$ cat src/hw/burst_read_pkg.sv
package burst_read_pkg;

    // byte address on the memory bus
    typedef logic [31:0] address_t;

    // one bus data word
    typedef logic [15:0] word_t;

    // one output beat, earlier word in the lower half
    typedef logic [31:0] beat_t;

    // count of words in a command or a burst
    typedef logic [15:0] count_t;

    // byte address step per word is 1 << WORD_SHIFT
    localparam int WORD_SHIFT = 1;

endpackage
$ cat src/hw/burst_read_engine.sv
`timescale 1ns/1ns

module burst_read_engine #(
    parameter BURST_SIZE = 8,
    parameter WIDTHB = 4,
    parameter FIFO_DEPTH = 32,
    parameter OUT_CREDITS = 4
) (
    input  logic                      clock,
    input  logic                      clock_sreset,

    input  burst_read_pkg::address_t  address,
    input  burst_read_pkg::count_t    words,
    input  logic                      go,
    output logic                      busy,

    output burst_read_pkg::address_t  m_address,
    input  burst_read_pkg::word_t     m_readdata,
    output logic [1:0]                m_byteenable,
    output logic [WIDTHB-1:0]         m_burstcount,
    output logic                      m_read,
    input  logic                      m_readdatavalid,
    input  logic                      m_waitrequest,

    output logic                      out_valid,
    output burst_read_pkg::beat_t     out_data,
    output logic                      out_last,
    input  logic                      out_credit
);

    logic                   master_busy;
    logic                   packer_active;
    logic                   go_start;
    logic                   data_valid;
    logic                   data_wait;
    burst_read_pkg::word_t  data;
    burst_read_pkg::word_t  rd_data;
    logic                   rd_empty;
    logic                   rd_pop;

    // packer outlasts the master, so its state alone decides when a command may start
    assign go_start = go & ~packer_active;
    assign busy = master_busy | packer_active;

    burst_read_master #(
        .BURST_SIZE      (BURST_SIZE),
        .WIDTHB          (WIDTHB)
    ) i_burst_read_master (
        .clock           (clock),
        .clock_sreset    (clock_sreset),
        .address         (address),
        .words           (words),
        .go              (go_start),
        .data_wait       (data_wait),
        .busy            (master_busy),
        .data_valid      (data_valid),
        .data            (data),
        .m_address       (m_address),
        .m_readdata      (m_readdata),
        .m_byteenable    (m_byteenable),
        .m_burstcount    (m_burstcount),
        .m_read          (m_read),
        .m_readdatavalid (m_readdatavalid),
        .m_waitrequest   (m_waitrequest)
    );

    read_buffer #(
        .BURST_SIZE      (BURST_SIZE),
        .WIDTHB          (WIDTHB),
        .FIFO_DEPTH      (FIFO_DEPTH)
    ) i_read_buffer (
        .clock           (clock),
        .clock_sreset    (clock_sreset),
        .data            (data),
        .data_valid      (data_valid),
        .m_read          (m_read),
        .m_waitrequest   (m_waitrequest),
        .m_burstcount    (m_burstcount),
        .data_wait       (data_wait),
        .rd_pop          (rd_pop),
        .rd_data         (rd_data),
        .rd_empty        (rd_empty)
    );

    word_packer #(
        .OUT_CREDITS     (OUT_CREDITS)
    ) i_word_packer (
        .clock           (clock),
        .clock_sreset    (clock_sreset),
        .go              (go_start),
        .words           (words),
        .active          (packer_active),
        .rd_data         (rd_data),
        .rd_empty        (rd_empty),
        .rd_pop          (rd_pop),
        .out_valid       (out_valid),
        .out_data        (out_data),
        .out_last        (out_last),
        .out_credit      (out_credit)
    );

endmodule

$ cat src/hw/word_packer.sv
`timescale 1ns/1ns

module word_packer #(
    parameter OUT_CREDITS = 4
) (
    input  logic                    clock,
    input  logic                    clock_sreset,

    input  logic                    go,
    input  burst_read_pkg::count_t  words,
    output logic                    active,

    input  burst_read_pkg::word_t   rd_data,
    input  logic                    rd_empty,
    output logic                    rd_pop,

    output logic                    out_valid,
    output burst_read_pkg::beat_t   out_data,
    output logic                    out_last,
    input  logic                    out_credit
);

    localparam int CRW = $clog2(OUT_CREDITS + 1);

    burst_read_pkg::count_t  remain;     // words still to pop for this command
    burst_read_pkg::word_t   low_word;   // earlier half of the beat being built
    logic                    have_low;
    logic [CRW-1:0]          credits;
    logic                    last_word;
    logic                    beat_fire;

    assign last_word = (remain == burst_read_pkg::count_t'(1));

    // no pops without a credit in hand
    assign rd_pop = active & ~rd_empty & (remain != '0) & (credits != '0);

    // this pop completes a beat, a pair or the odd final word
    assign beat_fire = rd_pop & (have_low | last_word);

    always_ff @(posedge clock) begin
        if (rd_pop && !beat_fire) begin
            low_word <= rd_data;
        end
        if (beat_fire) begin
            if (have_low) begin
                out_data <= {rd_data, low_word};
            end else begin
                out_data <= {16'h0000, rd_data};   // odd tail
            end
        end
    end

    always_ff @(posedge clock) begin
        if (clock_sreset) begin
            active <= 1'b0;
            remain <= '0;
            have_low <= 1'b0;
            credits <= CRW'(OUT_CREDITS);
            out_valid <= 1'b0;
            out_last <= 1'b0;
        end else begin
            out_valid <= beat_fire;
            out_last <= beat_fire & last_word;

            // the credit is taken when the beat is committed, a cycle before out_valid
            credits <= credits + CRW'(out_credit) - CRW'(beat_fire);

            if (!active) begin
                have_low <= 1'b0;
                if (go) begin
                    active <= 1'b1;
                    remain <= words;
                end
            end else begin
                if (rd_pop) begin
                    remain <= remain - 1'b1;
                    have_low <= ~beat_fire;
                end
                if (out_valid && out_last) begin
                    active <= 1'b0;   // stays up through the final beat
                end
            end
        end
    end

endmodule

$ cat src/hw/read_buffer.sv
`timescale 1ns/1ns

module read_buffer #(
    parameter BURST_SIZE = 8,
    parameter WIDTHB = 4,
    parameter FIFO_DEPTH = 32
) (
    input  logic                   clock,
    input  logic                   clock_sreset,

    input  burst_read_pkg::word_t  data,
    input  logic                   data_valid,
    input  logic                   m_read,
    input  logic                   m_waitrequest,
    input  logic [WIDTHB-1:0]      m_burstcount,
    output logic                   data_wait,

    input  logic                   rd_pop,
    output burst_read_pkg::word_t  rd_data,
    output logic                   rd_empty
);

    localparam int AW = $clog2(FIFO_DEPTH);
    localparam int CW = $clog2(FIFO_DEPTH + 1) + 1;
    localparam logic [CW-1:0] DEPTH_C = CW'(FIFO_DEPTH);
    localparam logic [CW-1:0] MARGIN = CW'(2 * BURST_SIZE);   // covers the reserved lag

    burst_read_pkg::word_t  mem [FIFO_DEPTH];
    logic [AW-1:0]          wr_ptr;
    logic [AW-1:0]          rd_ptr;
    logic [CW-1:0]          fill;
    logic [CW-1:0]          reserved;   // words promised to accepted bursts, not yet popped
    logic [CW-1:0]          granted;
    logic                   accepted;

    function automatic logic [AW-1:0] next_ptr(input logic [AW-1:0] ptr);
        return (ptr == AW'(FIFO_DEPTH - 1)) ? '0 : ptr + 1'b1;
    endfunction

    assign accepted = m_read & ~m_waitrequest;
    assign granted = accepted ? CW'(m_burstcount) : '0;

    assign rd_empty = (fill == '0);
    assign rd_data = mem[rd_ptr];   // show-ahead read
    assign data_wait = (reserved + MARGIN) > DEPTH_C;

    always_ff @(posedge clock) begin
        if (data_valid) begin
            mem[wr_ptr] <= data;
        end
    end

    always_ff @(posedge clock) begin
        if (clock_sreset) begin
            wr_ptr <= '0;
            rd_ptr <= '0;
            fill <= '0;
            reserved <= '0;
        end else begin
            if (data_valid) begin
                wr_ptr <= next_ptr(wr_ptr);
            end
            if (rd_pop) begin
                rd_ptr <= next_ptr(rd_ptr);
            end
            fill <= fill + CW'(data_valid) - CW'(rd_pop);
            reserved <= reserved + granted - CW'(rd_pop);
        end
    end

endmodule

$ cat src/hw/burst_read_master.sv
`timescale 1ns/1ns

module burst_read_master #(
    parameter BURST_SIZE = 8,
    parameter WIDTHB = 4
) (
    input  logic                      clock,
    input  logic                      clock_sreset,

    input  burst_read_pkg::address_t  address,
    input  burst_read_pkg::count_t    words,
    input  logic                      go,
    input  logic                      data_wait,
    output logic                      busy,
    output logic                      data_valid,
    output burst_read_pkg::word_t     data,

    output burst_read_pkg::address_t  m_address,
    input  burst_read_pkg::word_t     m_readdata,
    output logic [1:0]                m_byteenable,
    output logic [WIDTHB-1:0]         m_burstcount,
    output logic                      m_read,
    input  logic                      m_readdatavalid,
    input  logic                      m_waitrequest
);

    typedef enum logic [1:0] {
        IDLE,
        ISSUE,
        DRAIN
    } state_t;

    state_t                  state;
    burst_read_pkg::count_t  issue_left;    // words not yet requested
    burst_read_pkg::count_t  return_left;   // words not yet returned by the bus
    burst_read_pkg::count_t  next_burst;
    logic                    accepted;
    logic                    full_burst;
    logic                    load_burst;

    assign accepted = m_read & ~m_waitrequest;
    assign full_burst = (issue_left >= burst_read_pkg::count_t'(BURST_SIZE));
    assign next_burst = full_burst ? burst_read_pkg::count_t'(BURST_SIZE) : issue_left;

    // a new request may go out once the bus slot is free and the buffer has room
    assign load_burst = (state == ISSUE) & (~m_read | accepted) &
                        (issue_left != '0) & ~data_wait;

    assign busy = (state != IDLE) | go;   // bus phase only
    assign m_byteenable = 2'b11;          // whole words only

    // returned words leave one cycle after the bus presents them
    always_ff @(posedge clock) begin
        data <= m_readdata;
        if (clock_sreset) begin
            data_valid <= 1'b0;
        end else begin
            data_valid <= m_readdatavalid;
        end
    end

    always_ff @(posedge clock) begin
        if (state == IDLE) begin
            m_address <= address;
        end else if (accepted) begin
            m_address <= m_address +
                (burst_read_pkg::address_t'(m_burstcount) << burst_read_pkg::WORD_SHIFT);
        end
        if (load_burst) begin
            m_burstcount <= next_burst[WIDTHB-1:0];
        end
    end

    always_ff @(posedge clock) begin
        if (clock_sreset) begin
            state <= IDLE;
            m_read <= 1'b0;
            issue_left <= '0;
            return_left <= '0;
        end else begin
            case (state)
                IDLE: begin
                    m_read <= 1'b0;
                    if (go) begin
                        issue_left <= words;
                        return_left <= words;
                        state <= ISSUE;
                    end
                end
                ISSUE: begin
                    return_left <= return_left -
                        burst_read_pkg::count_t'(m_readdatavalid);
                    if (load_burst) begin
                        m_read <= 1'b1;
                        issue_left <= issue_left - next_burst;
                    end else if (accepted) begin
                        m_read <= 1'b0;   // held back by data_wait or all issued
                        if (issue_left == '0) begin
                            state <= DRAIN;
                        end
                    end
                end
                DRAIN: begin
                    return_left <= return_left -
                        burst_read_pkg::count_t'(m_readdatavalid);
                    if (return_left == '0) begin
                        state <= IDLE;
                    end
                end
                default: begin
                    m_read <= 1'b0;
                    state <= IDLE;
                end
            endcase
        end
    end

endmodule

$ cat config.mk
export PLATFORM = sky130hd
export DESIGN_NAME = burst_read_engine
export DESIGN_NICKNAME = d
export VERILOG_FILES = /design/src/hw/burst_read_pkg.sv /design/src/hw/burst_read_engine.sv /design/src/hw/word_packer.sv /design/src/hw/read_buffer.sv /design/src/hw/burst_read_master.sv
export SDC_FILE = /design/constraint.sdc
export NUM_CORES = 1
export LEC_CHECK = 0
export BUFFER_PORTS_ARGS = -buffer_cell sky130_fd_sc_hd__buf_4
export CELL_PAD_IN_SITES_DETAIL_PLACEMENT = 1
export CELL_PAD_IN_SITES_GLOBAL_PLACEMENT = 2
export CORE_AREA = 2 2 270 272
export DETAILED_ROUTE_END_ITERATION = 10
export DIE_AREA = 0 0 272 274
export GPL_TIMING_DRIVEN = 0
export PLACE_DENSITY = 0.71
export SYNTH_ARGS = -nofsm -noshare
export SYNTH_HDL_FRONTEND = slang
export SYNTH_SLANG_ARGS = --single-unit
$ cat constraint.sdc
create_clock -name clock -period 4.3 [get_ports clock]
set_clock_uncertainty 0.1 [all_clocks]
set_input_delay 0.645 -clock clock [delete_from_list [all_inputs] [get_ports clock]]
set_output_delay 0.645 -clock clock [all_outputs]
set_load 0.01 [all_outputs]
# Word-level counts from Yosys, hierarchy flattened
# Memory sizes are Yosys's and may differ from the RTL's. A register that Yosys moved wholly into a read port is not among the register bits.
# Index checks and enable logic that the tools add are counted.
# classes
reduce_logical	22
n_bitwise	21
n_lt_le_gt_ge	2
n_addsub	13
n_mux	29
eq_ne	13
# ops
op	count
$mux W16	6
$mux W32	2
$pmux W16 S2	2
$add A32 B5 Y32	1
$logic_not A16 Y1	2
$reduce_bool A16 Y1	2
$mux W5	4
$eq A16 B1 Y1 const B	1
$ge A16 B4 Y1 const B	1
$sub A16 B1 Y16	1
$sub A16 B1 Y16 const B	1
$sub A16 B16 Y16	1
$sub A7 B1 Y7	2
$add A5 B1 Y5 const B	2
$and A1 B1 Y1	10
$eq A5 B5 Y1 const B	2
$mux W2	5
$reduce_bool A2 Y1	5
$ne A2 B1 Y1 const B	4
$add A7 B1 Y7	1
$add A7 B5 Y7 const B	1
$add A7 B7 Y7	1
$gt A7 B6 Y1 const B	1
$logic_not A7 Y1	1
20 further kinds	41
# totals
mem_bits_rw	512
regBits	183
input_bits	70
memories	1
# memory_table
name	words	word_bits	rd	rd_ports_with_merged_regs	write_ports	line	text
i_read_buffer.mem	32	16	1	1	1	read_buffer.sv:28	burst_read_pkg::word_t mem [FIFO_DEPTH];

# Logic depth before layout (Yosys ltp)
# Gate-level depths: netlist of the first run.
# logic_depth
word_depth	8
mapped_depth	17
mapped_depth_nobuf	17

# Modules after synthesis
# From an unflattened synthesis of the first run, not the netlist that was laid out.
# unflattened
cells_unflattened	1977
hier_area_um2	29502.0
# by_module_without_submodules
module	instances	seq_area_each_um2	area_per_inst_um2	cells_each
read_buffer	1	15955.3	21446.8	1162
burst_read_master	1	2122.0	4879.7	552
word_packer	1	1901.8	3160.5	261
burst_read_engine	1	0.0	15.0	2

# Worst setup path after synthesis of the first run
# OpenSTA, ideal clock, no wires.
# synth_timing
path_type	register -> register
startpoint	reg i_word_packer.remain[12]
endpoint	reg i_word_packer.credits[2]
path_stages_with_launch	15
n_path_buf	1
setup_time_ns	0.117
path_slack_ns	0.000
t_arrival_ns	4.083
required_ns	4.083
cell_sequence	dfxtp_1 -> or3_1 -> clkbuf_1 -> nor3_1 -> nand4_1 -> nor2b_1 -> nor2_1 -> ha_1 -> inv_1 -> ha_1 -> inv_1 -> fa_1 -> xor2_1 -> xnor2_1 -> nand2b_1
# synth_between
elab_chain_cells	5
# synth_lines
element	line	text
from (decl)	word_packer.sv:25	burst_read_pkg::count_t remain;
from (signal assigned)	word_packer.sv:72	remain <= words;
from (signal assigned)	word_packer.sv:76	remain <= remain - 1'b1;
$reduce_bool A16 Y1	word_packer.sv:35	assign rd_pop = active & ~rd_empty & (remain != '0) & (credits != '0);
$and A1 B1 Y1 (2 in series)	word_packer.sv:35	
$and A1 B1 Y1 *	word_packer.sv:38	assign beat_fire = rd_pop & (have_low | last_word);
net i_word_packer.beat_fire	word_packer.sv:30	logic beat_fire;
$sub A3 B1 Y3 *	word_packer.sv:66	credits <= credits + CRW'(out_credit) - CRW'(beat_fire);
to (signal assigned)	word_packer.sv:58	credits <= CRW'(OUT_CREDITS);
to (signal assigned)	word_packer.sv:66	
to (decl)	word_packer.sv:28	logic [CRW-1:0] credits;
# The timed path passes the listed nets; every way through them passes the cells marked *.
# A chain may end at the register's enable or synchronous reset.

# Final worst setup path of the first run
# layout_timing
startpoint	reg i_word_packer.remain[2]
endpoint	reg i_read_buffer.reserved[6]
# layout_between
elab_chain_cells	4
# layout_lines
element	line	text
$reduce_bool A16 Y1	word_packer.sv:35	
$and A1 B1 Y1 (2 in series)	word_packer.sv:35	
net i_read_buffer.rd_pop	read_buffer.sv:18	input logic rd_pop,
$sub A7 B1 Y7	read_buffer.sv:67	reserved <= reserved + granted - CW'(rd_pop);
to (signal assigned)	read_buffer.sv:67	
to (decl)	read_buffer.sv:32	logic [CW-1:0] reserved;
# The timed path passes the listed nets, and every way through them passes these cells.

==> impl_metrics.csv, run 1 <==
group,metric,value,unit
status,status,"completed",
worst_setup_path,cp.required,4.65,ns
sta,max-slew-margin-rel,8.27,%
yosys,syn_inst,1765,
run,max_cap_violations,0,
power,ir_drop,0.264,mV
grt,grt_use_met1,28.0,%
yosys,postSynthAreaPerCell,16.4,µm²
placement,gp_congestion,0.835,
min_path,hp-class,"input pin to register",
floorplanning,die_h,274,µm
sta,period_share,92.2,%
worst_setup_path,cp-end-kind,"register",
floorplanning,pin_count,144,
placement,dp_hpwl,53.4,mm
clock_network,cts_sinks,700,
detailed_routing,drc,0,
detailed_routing,drt-pass1-iter-count,5,
yosys,synth_edf_count,596,
sta,setup_tns,0,ns
floorplanning,die_area,74500,µm²
placement,port_buffers,141,
clock_network,clock_latency,0.64,ns
detailed_routing,post_drt_wl_per_cell,25.0,µm
detailed_routing,viasPerCell,5.51,
clock_network,root_buffer,"clkbuf_16",
finish,synthToLayoutAreaGrowth,19.0,%
detailed_routing,ant_nets,0,
yosys,ys_seq_elements,700,
yosys,yosys_warnings,0,
finish,n_antenna_cell,0,
power,total_power,19200,µW
sta,whs,0.222,ns
sta,layout_min_cycle_time,3.96,ns
yosys,netlist_area,29000,µm²
yosys,synth.largest_area_cell,"edfxtp_1",
clock_network,path_clk_slew,0.06,ns
finish,post-route-util,48.0,%
clock_network,htree_levels,3,
yosys,synth_most_common_cell,"edfxtp_1",
grt,grt_max_degree,33,
clock_network,cts_tree,"yes",
grt,top_usage_layer,"met2",
grt,grt_pass1_wl,115,mm
finish,num-nets-final,2153,
clock_network,clk_path_buf_depth,3,
yosys,ys_types,68,
grt,grt_use_met3,3.88,%
sta,hold_viol,0,
grt,met2_usage,34.7,%
sta,worst_pin_slew,1.37,ns
grt,antenna_found_initial,0,
worst_setup_path,crit_fanout,7,
worst_setup_path,crit_type,"register to register",
power,p_leak,0.0114,µW
power,power_density,556,nW/µm²
worst_setup_path,cp-start-kind,"register",
detailed_routing,first_iter_violations,1185,
yosys,asyncSetResetFlopFracSynth,0,%
yosys,synth-main-ff-cell,"edfxtp_1",
floorplanning,initial_core_util,40.3,%
sta,rsz0062_at_grt,"no",
grt,grt_overflow_total,0,
sta,setup_viol,0,
yosys,synthTopCellsByCount,"edfxtp_1, mux4_2, nand2_1",
yosys,synth_area_leaders,"edfxtp_1, mux4_2, dfxtp_1",
yosys,synth_top_area_share,61.7,%
floorplanning,die_x,272,µm
grt,grt_use_total,20.9,%
worst_setup_path,crit_arrival,4.32,ns
floorplanning,rows,99,
finish,drive_above_1_share,26.6,%
floorplanning,coreArea,72000,µm²
detailed_routing,num_vias,16800,
clock_network,numCtsBuffers,76,
sta,report.final.slew_viol_count,0,
grt,first_global_vias,17800,
yosys,ys_seq_area_share,68.8,%
finish,fill_cells,6938,
sta,max_freq,252,MHz
detailed_routing,drt_wl_total,76.5,mm
==> state kept, by name, summed over array words and instances, names as in the netlist, 2 cells and up, named ones only <==
signal,count
i_burst_read_master.m_burstcount,4
i_burst_read_master.issue_left,16
i_read_buffer.rd_ptr,5
i_word_packer.out_data,32
i_word_packer.low_word,16
i_burst_read_master.state,2
i_read_buffer.mem,512
i_word_packer.credits,3
i_burst_read_master.return_left,16
i_read_buffer.reserved,7
i_word_packer.remain,16
i_read_buffer.wr_ptr,5
i_burst_read_master.m_address,32
i_read_buffer.fill,7
i_burst_read_master.data,16
==> metal layers <==
metal  up-vias  share of wire [%]
li1       7456                  -
met1      8808                 43
met2       459                 49
met3       111                5.4
met4         0                3.0
met5         -                  0
==> final cells by class <==
cell class	instances	area, µm²	area share (%)
Sequential cell	700	20000	57.8
Multi-Input combinational cell	914	8530	24.7
Clock buffer	103	2080	6.03
Timing Repair Buffer	194	1730	5.00
Tap cell	959	1200	3.47
Buffer	88	399	1.16
Clock inverter	35	385	1.12
Inverter	64	240	0.695
==> path summary, 6_finish.rpt <==
path	start	to	slack [ns]	cells past startpoint
hold reg to reg	i_word_packer.remain[13]$_SDFFE_PP0P_	i_word_packer.remain[13]$_SDFFE_PP0P_	0.39	2
setup / recovery	i_word_packer.remain[2]$_SDFFE_PP0P_	i_read_buffer.reserved[6]$_SDFF_PP0_	0.34	15
setup reg to reg	i_word_packer.remain[2]$_SDFFE_PP0P_	i_read_buffer.reserved[6]$_SDFF_PP0_	0.34	15
hold / removal	address[27]	i_burst_read_master.m_address[27]$_DFFE_PP_	0.22	3
==> power breakdown <==
part	leakage, µW	switching (µW)	internal, µW	total [µW]
registers	0.00628	504	7920	8420
logic	0.00392	2480	1900	4380
clock network	0.00121	2740	3690	6420
==> what timing repair did <==
item,in CTS,in global routing
hold buffers,16,0
endpoints found under the hold margin,16,0
buffers inserted,0,1
endpoints found under the setup margin,0,2
gates resized for setup,0,1
==> kinds of logic after synthesis <==
group	synth area share, %
other	0.0129
multiplexers	14.2
flip-flops	68.8
buffers and inverters	2.22
adder cells (fa/ha/maj)	2.04
AND/OR/NAND/NOR	6.75
XOR/XNOR	1.18
AO/OA/AOI/OAI	4.80
==> critical path, stage by stage, from the launching register on <==
cell and delay [ns]:
dfxtp_1 0.39, nor4_4 0.54, nand4_2 0.29, o41ai_4 0.45
inv_2 0.17, ha_1 0.30, inv_1 0.07, ha_1 0.16
inv_1 0.05, fa_1 0.38, nor2b_1 0.16, o21ai_0 0.12
a21oi_1 0.23, o21ai_0 0.15, a21oi_1 0.17, nor3b_1 0.07
==> cell usage in the layout, fill, tap and decap left out, types with 6 or more instances in the layout <==
cell             n
a211oi_1        10
a21o_1           6
a21oi_1         70
a22oi_1          6
a31oi_1          6
and2_1          22
and3_1          14
buf_1            6
buf_4          157
buf_6           13
buf_8           23
clkbuf_1        82
clkbuf_16       77
clkbuf_8         6
clkinv_1         8
clkinv_2        17
dfxtp_1        101
dlygate4sd3_1   16
edfxtp_1       596
ha_1            41
inv_1           61
mux2_2          36
mux2i_1         10
mux4_2         160
nand2_1        106
nand2b_1        15
nand3_1         17
nand4_1          7
nor2_1          76
nor2_2          21
nor2b_1         16
nor3_1          32
nor3_2          11
nor4_1          14
o21ai_0         69
o22ai_1         16
or3_1           10
xnor2_1         32
xor2_1           7
==> metrics by stage <==
stage / instance area [µm²] / setup WS (ns) / cells
global route: 34600 / 0.0138 / 3057
CTS: 34500 / 0.0347 / 3057
detailed placement: 31900 / 0.0661 / 2903
global placement: 31300 / -0.229 / 2867
floorplan: 29000 / 0.578 / 1767
finish: 34600 / 0.335 / 3057
Power figures use the tool's default switching activity.
==> run 2: changes to the inputs <==
--- a/config.mk
+++ b/config.mk
@@ -9,6 +9,7 @@
 export CELL_PAD_IN_SITES_DETAIL_PLACEMENT = 1
 export CELL_PAD_IN_SITES_GLOBAL_PLACEMENT = 2
 export CORE_AREA = 2 2 270 272
+export CTS_BUF_LIST = sky130_fd_sc_hd__clkbuf_16
 export DETAILED_ROUTE_END_ITERATION = 10
 export DIE_AREA = 0 0 272 274
 export GPL_TIMING_DRIVEN = 0
==> constraint.sdc (replaced) <==
create_clock -name clock -period 3.5 [get_ports clock]
set_clock_uncertainty 0.1 [all_clocks]
set_input_delay 0.525 -clock clock [delete_from_list [all_inputs] [get_ports clock]]
set_output_delay 0.525 -clock clock [all_outputs]
set_load 0.01 [all_outputs]
==> impl_metrics.csv, run 2 (same netlist as run 1, synthesis figures left out) <==
group,metric,value,unit
grt,grt_use_met3,3.20,%
detailed_routing,drc,0,
clock_network,clk_path_buf_depth,3,
grt,grt_pass1_wl,115,mm
detailed_routing,drt_wl_total,76.7,mm
power,p_leak,0.0115,µW
sta,hold_viol,0,
worst_setup_path,r2r-start,"i_word_packer.remain[3]$_SDFFE_PP0P_",
sta,period_share,95.1,%
detailed_routing,drt-pass1-iter-count,5,
worst_setup_path,reg2reg_to,"i_read_buffer.fill[6]$_SDFF_PP0_",
grt,grt_use_met1,28.2,%
placement,port_buffers,141,
floorplanning,pin_count,144,
detailed_routing,viasPerCell,5.50,
worst_setup_path,critPathTopFamily,"simple AND/OR/NAND/NOR gates",
clock_network,clock_latency,0.63,ns
finish,synthToLayoutAreaGrowth,19.1,%
grt,grt_use_total,20.8,%
floorplanning,coreArea,72000,µm²
power,ir_drop,0.385,mV
worst_setup_path,crit_end,"i_read_buffer.fill[6]$_SDFF_PP0_",
floorplanning,die_x,272,µm
finish,fin_area,34600,µm²
sta,worst_pin_slew,1.41,ns
grt,met2_usage,35.1,%
finish,layout_common_cells,"edfxtp_1, buf_4, mux4_2",
worst_setup_path,cp_num_cells,15,
grt,first_global_vias,17500,
finish,fill_cells,6947,
worst_setup_path,max_stage_delay,0.39,ns
floorplanning,initial_core_util,40.3,%
detailed_routing,post_drt_wl_per_cell,25.1,µm
placement,dp_hpwl,53.5,mm
floorplanning,rows,99,
floorplanning,die_area,74500,µm²
sta,max_freq,300,MHz
worst_setup_path,critPathSlowestCell,"fa_1",
worst_setup_path,crit_type,"register to register",
finish,drive_above_1_share,27.0,%
detailed_routing,first_iter_violations,1333,
finish,top_register,"i_read_buffer.mem",
run,max_cap_violations,0,
worst_setup_path,crit_start,"i_word_packer.remain[3]$_SDFFE_PP0P_",
status,status,"completed",
worst_setup_path,path_buf_inv,3,
finish,final_common_cell,"edfxtp_1",
floorplanning,die_h,274,µm
worst_setup_path,crit_fanout,5,
clock_network,htree_levels,3,
worst_setup_path,cp_cell_sequence,"nor4_4 -> nand4_2 -> o41ai_4 -> inv_2 -> ha_1 -> inv_1 -> ha_1 -> inv_1 -> fa_1 -> nand2b_1 -> a21oi_2 -> o21ai_1 -> a21oi_1 -> or3_1 -> a21oi_1",
worst_setup_path,cp-end-kind,"register",
clock_network,cts_tree,"yes",
grt,grt_overflow_total,0,
clock_network,root_buffer,"clkbuf_16",
finish,reg_top3,"i_read_buffer.mem (512), i_burst_read_master.m_address (32), i_word_packer.out_data (32)",
sta,report.final.slew_viol_count,0,
sta,setup_viol,0,
detailed_routing,ant_nets,0,
finish,post-route-util,48.0,%
detailed_routing,num_vias,16800,
grt,antenna_found_initial,1,
grt,top_usage_layer,"met2",
sta,rsz0062_at_grt,"yes",
worst_setup_path,crit_arrival,3.70,ns
power,total_power,23600,µW
placement,gp_congestion,0.833,
clock_network,cts_sinks,700,
placement,placed_area,31900,µm²
worst_setup_path,cp.required,3.87,ns
sta,max-slew-margin-rel,5.68,%
min_path,hp-class,"input pin to register",
worst_setup_path,cp-start-kind,"register",
clock_network,numCtsBuffers,76,
finish,num-nets-final,2154,
worst_setup_path,r2r_slack,0.17,ns
clock_network,path_clk_slew,0.06,ns
sta,layout_min_cycle_time,3.33,ns
finish,largest_register_ffs,512,
grt,grt_max_degree,33,
power,power_density,683,nW/µm²
finish,n_antenna_cell,0,
worst_setup_path,reg2reg_depth,15,
run 2: cell count changes in the layout (fill, tap and decap cells not counted), sizes merged:
| cell | change |
|---|---|
| buf | +2 |
| bufinv | +2 |
| clkbuf | -27 |
| clkinv | +1 |
| clkinvlp | -1 |
| inv | +23 |
| nor2 | +1 |
run 2: metrics by stage:
stage          setup TNS (ns)  hold WS [ns]  std cells  worst slack (ns)
3_5_place_dp            -7.03         0.373       2900            -0.703
3_3_place_gp           -59.50         0.365       2867            -0.639
5_1_grt               -0.0831        0.0806       3058           -0.0831
2_1_floorplan               0         0.349       1767             0.154
6_report                    0         0.106       3058             0.171
4_1_cts               -0.0374        0.0652       3059           -0.0374
run 2: where the power goes:
| group | switching (µW) | leakage [µW] | total, µW | internal, µW |
|---|---|---|---|---|
| combinational | 3080 | 0.00395 | 5470 | 2390 |
| sequential | 624 | 0.00628 | 10400 | 9730 |
| clock | 3290 | 0.00127 | 7800 | 4510 |
| total | 7000 | 0.0115 | 23600 | 16600 |
run 2: worst min-delay path by stage:
stage	from	endpoint	slack (ns)	depth (start not counted)
2_1_floorplan	i_word_packer.remain[13]$_SDFFE_PP0P_	i_word_packer.remain[13]$_SDFFE_PP0P_	0.35	2
3_3_place_gp	i_word_packer.remain[13]$_SDFFE_PP0P_	i_word_packer.remain[13]$_SDFFE_PP0P_	0.36	2
3_5_place_dp	i_word_packer.remain[13]$_SDFFE_PP0P_	i_word_packer.remain[13]$_SDFFE_PP0P_	0.37	2
5_1_grt	address[27]	i_burst_read_master.m_address[27]$_DFFE_PP_	0.08	3
4_1_cts	address[12]	i_burst_read_master.m_address[12]$_DFFE_PP_	0.07	3
6_report	address[12]	i_burst_read_master.m_address[12]$_DFFE_PP_	0.11	3
run 2: final cells by class:
cell class	count	area [µm²]	area share [%]
buffer	86	398	1.15
clock buffer	78	1950	5.65
clock inverter	60	495	1.43
inverter	64	240	0.695
multi-input combinational	915	8590	24.8
sequential	700	20000	57.8
tap	959	1200	3.47
timing repair buffer	196	1720	4.97
run 2: timing repair:
action	4_1_cts	5_1_grt
gates resized for setup	14	7
gates cloned	1	0
hold endpoints to repair	16	0
pin swaps	6	5
setup endpoints to repair	45	10
setup buffers	5	1
hold buffers	16	0
run 2: worst min-delay path: cells and delay by family:
| family | cells | cell delay, ns |
|---|---|---|
| AOI/OAI and AO/OA | 1 | 0.06 |
| and+or+nand+nor | 1 | 0.04 |
| buffers and inverters | 1 | 0.08 |
run 2: layer usage:
layer	wire, µm	part of all wire [%]
met5	0	0
met4	1730	2.3
met3	3600	4.7
met2	38200	50
met1	33100	43
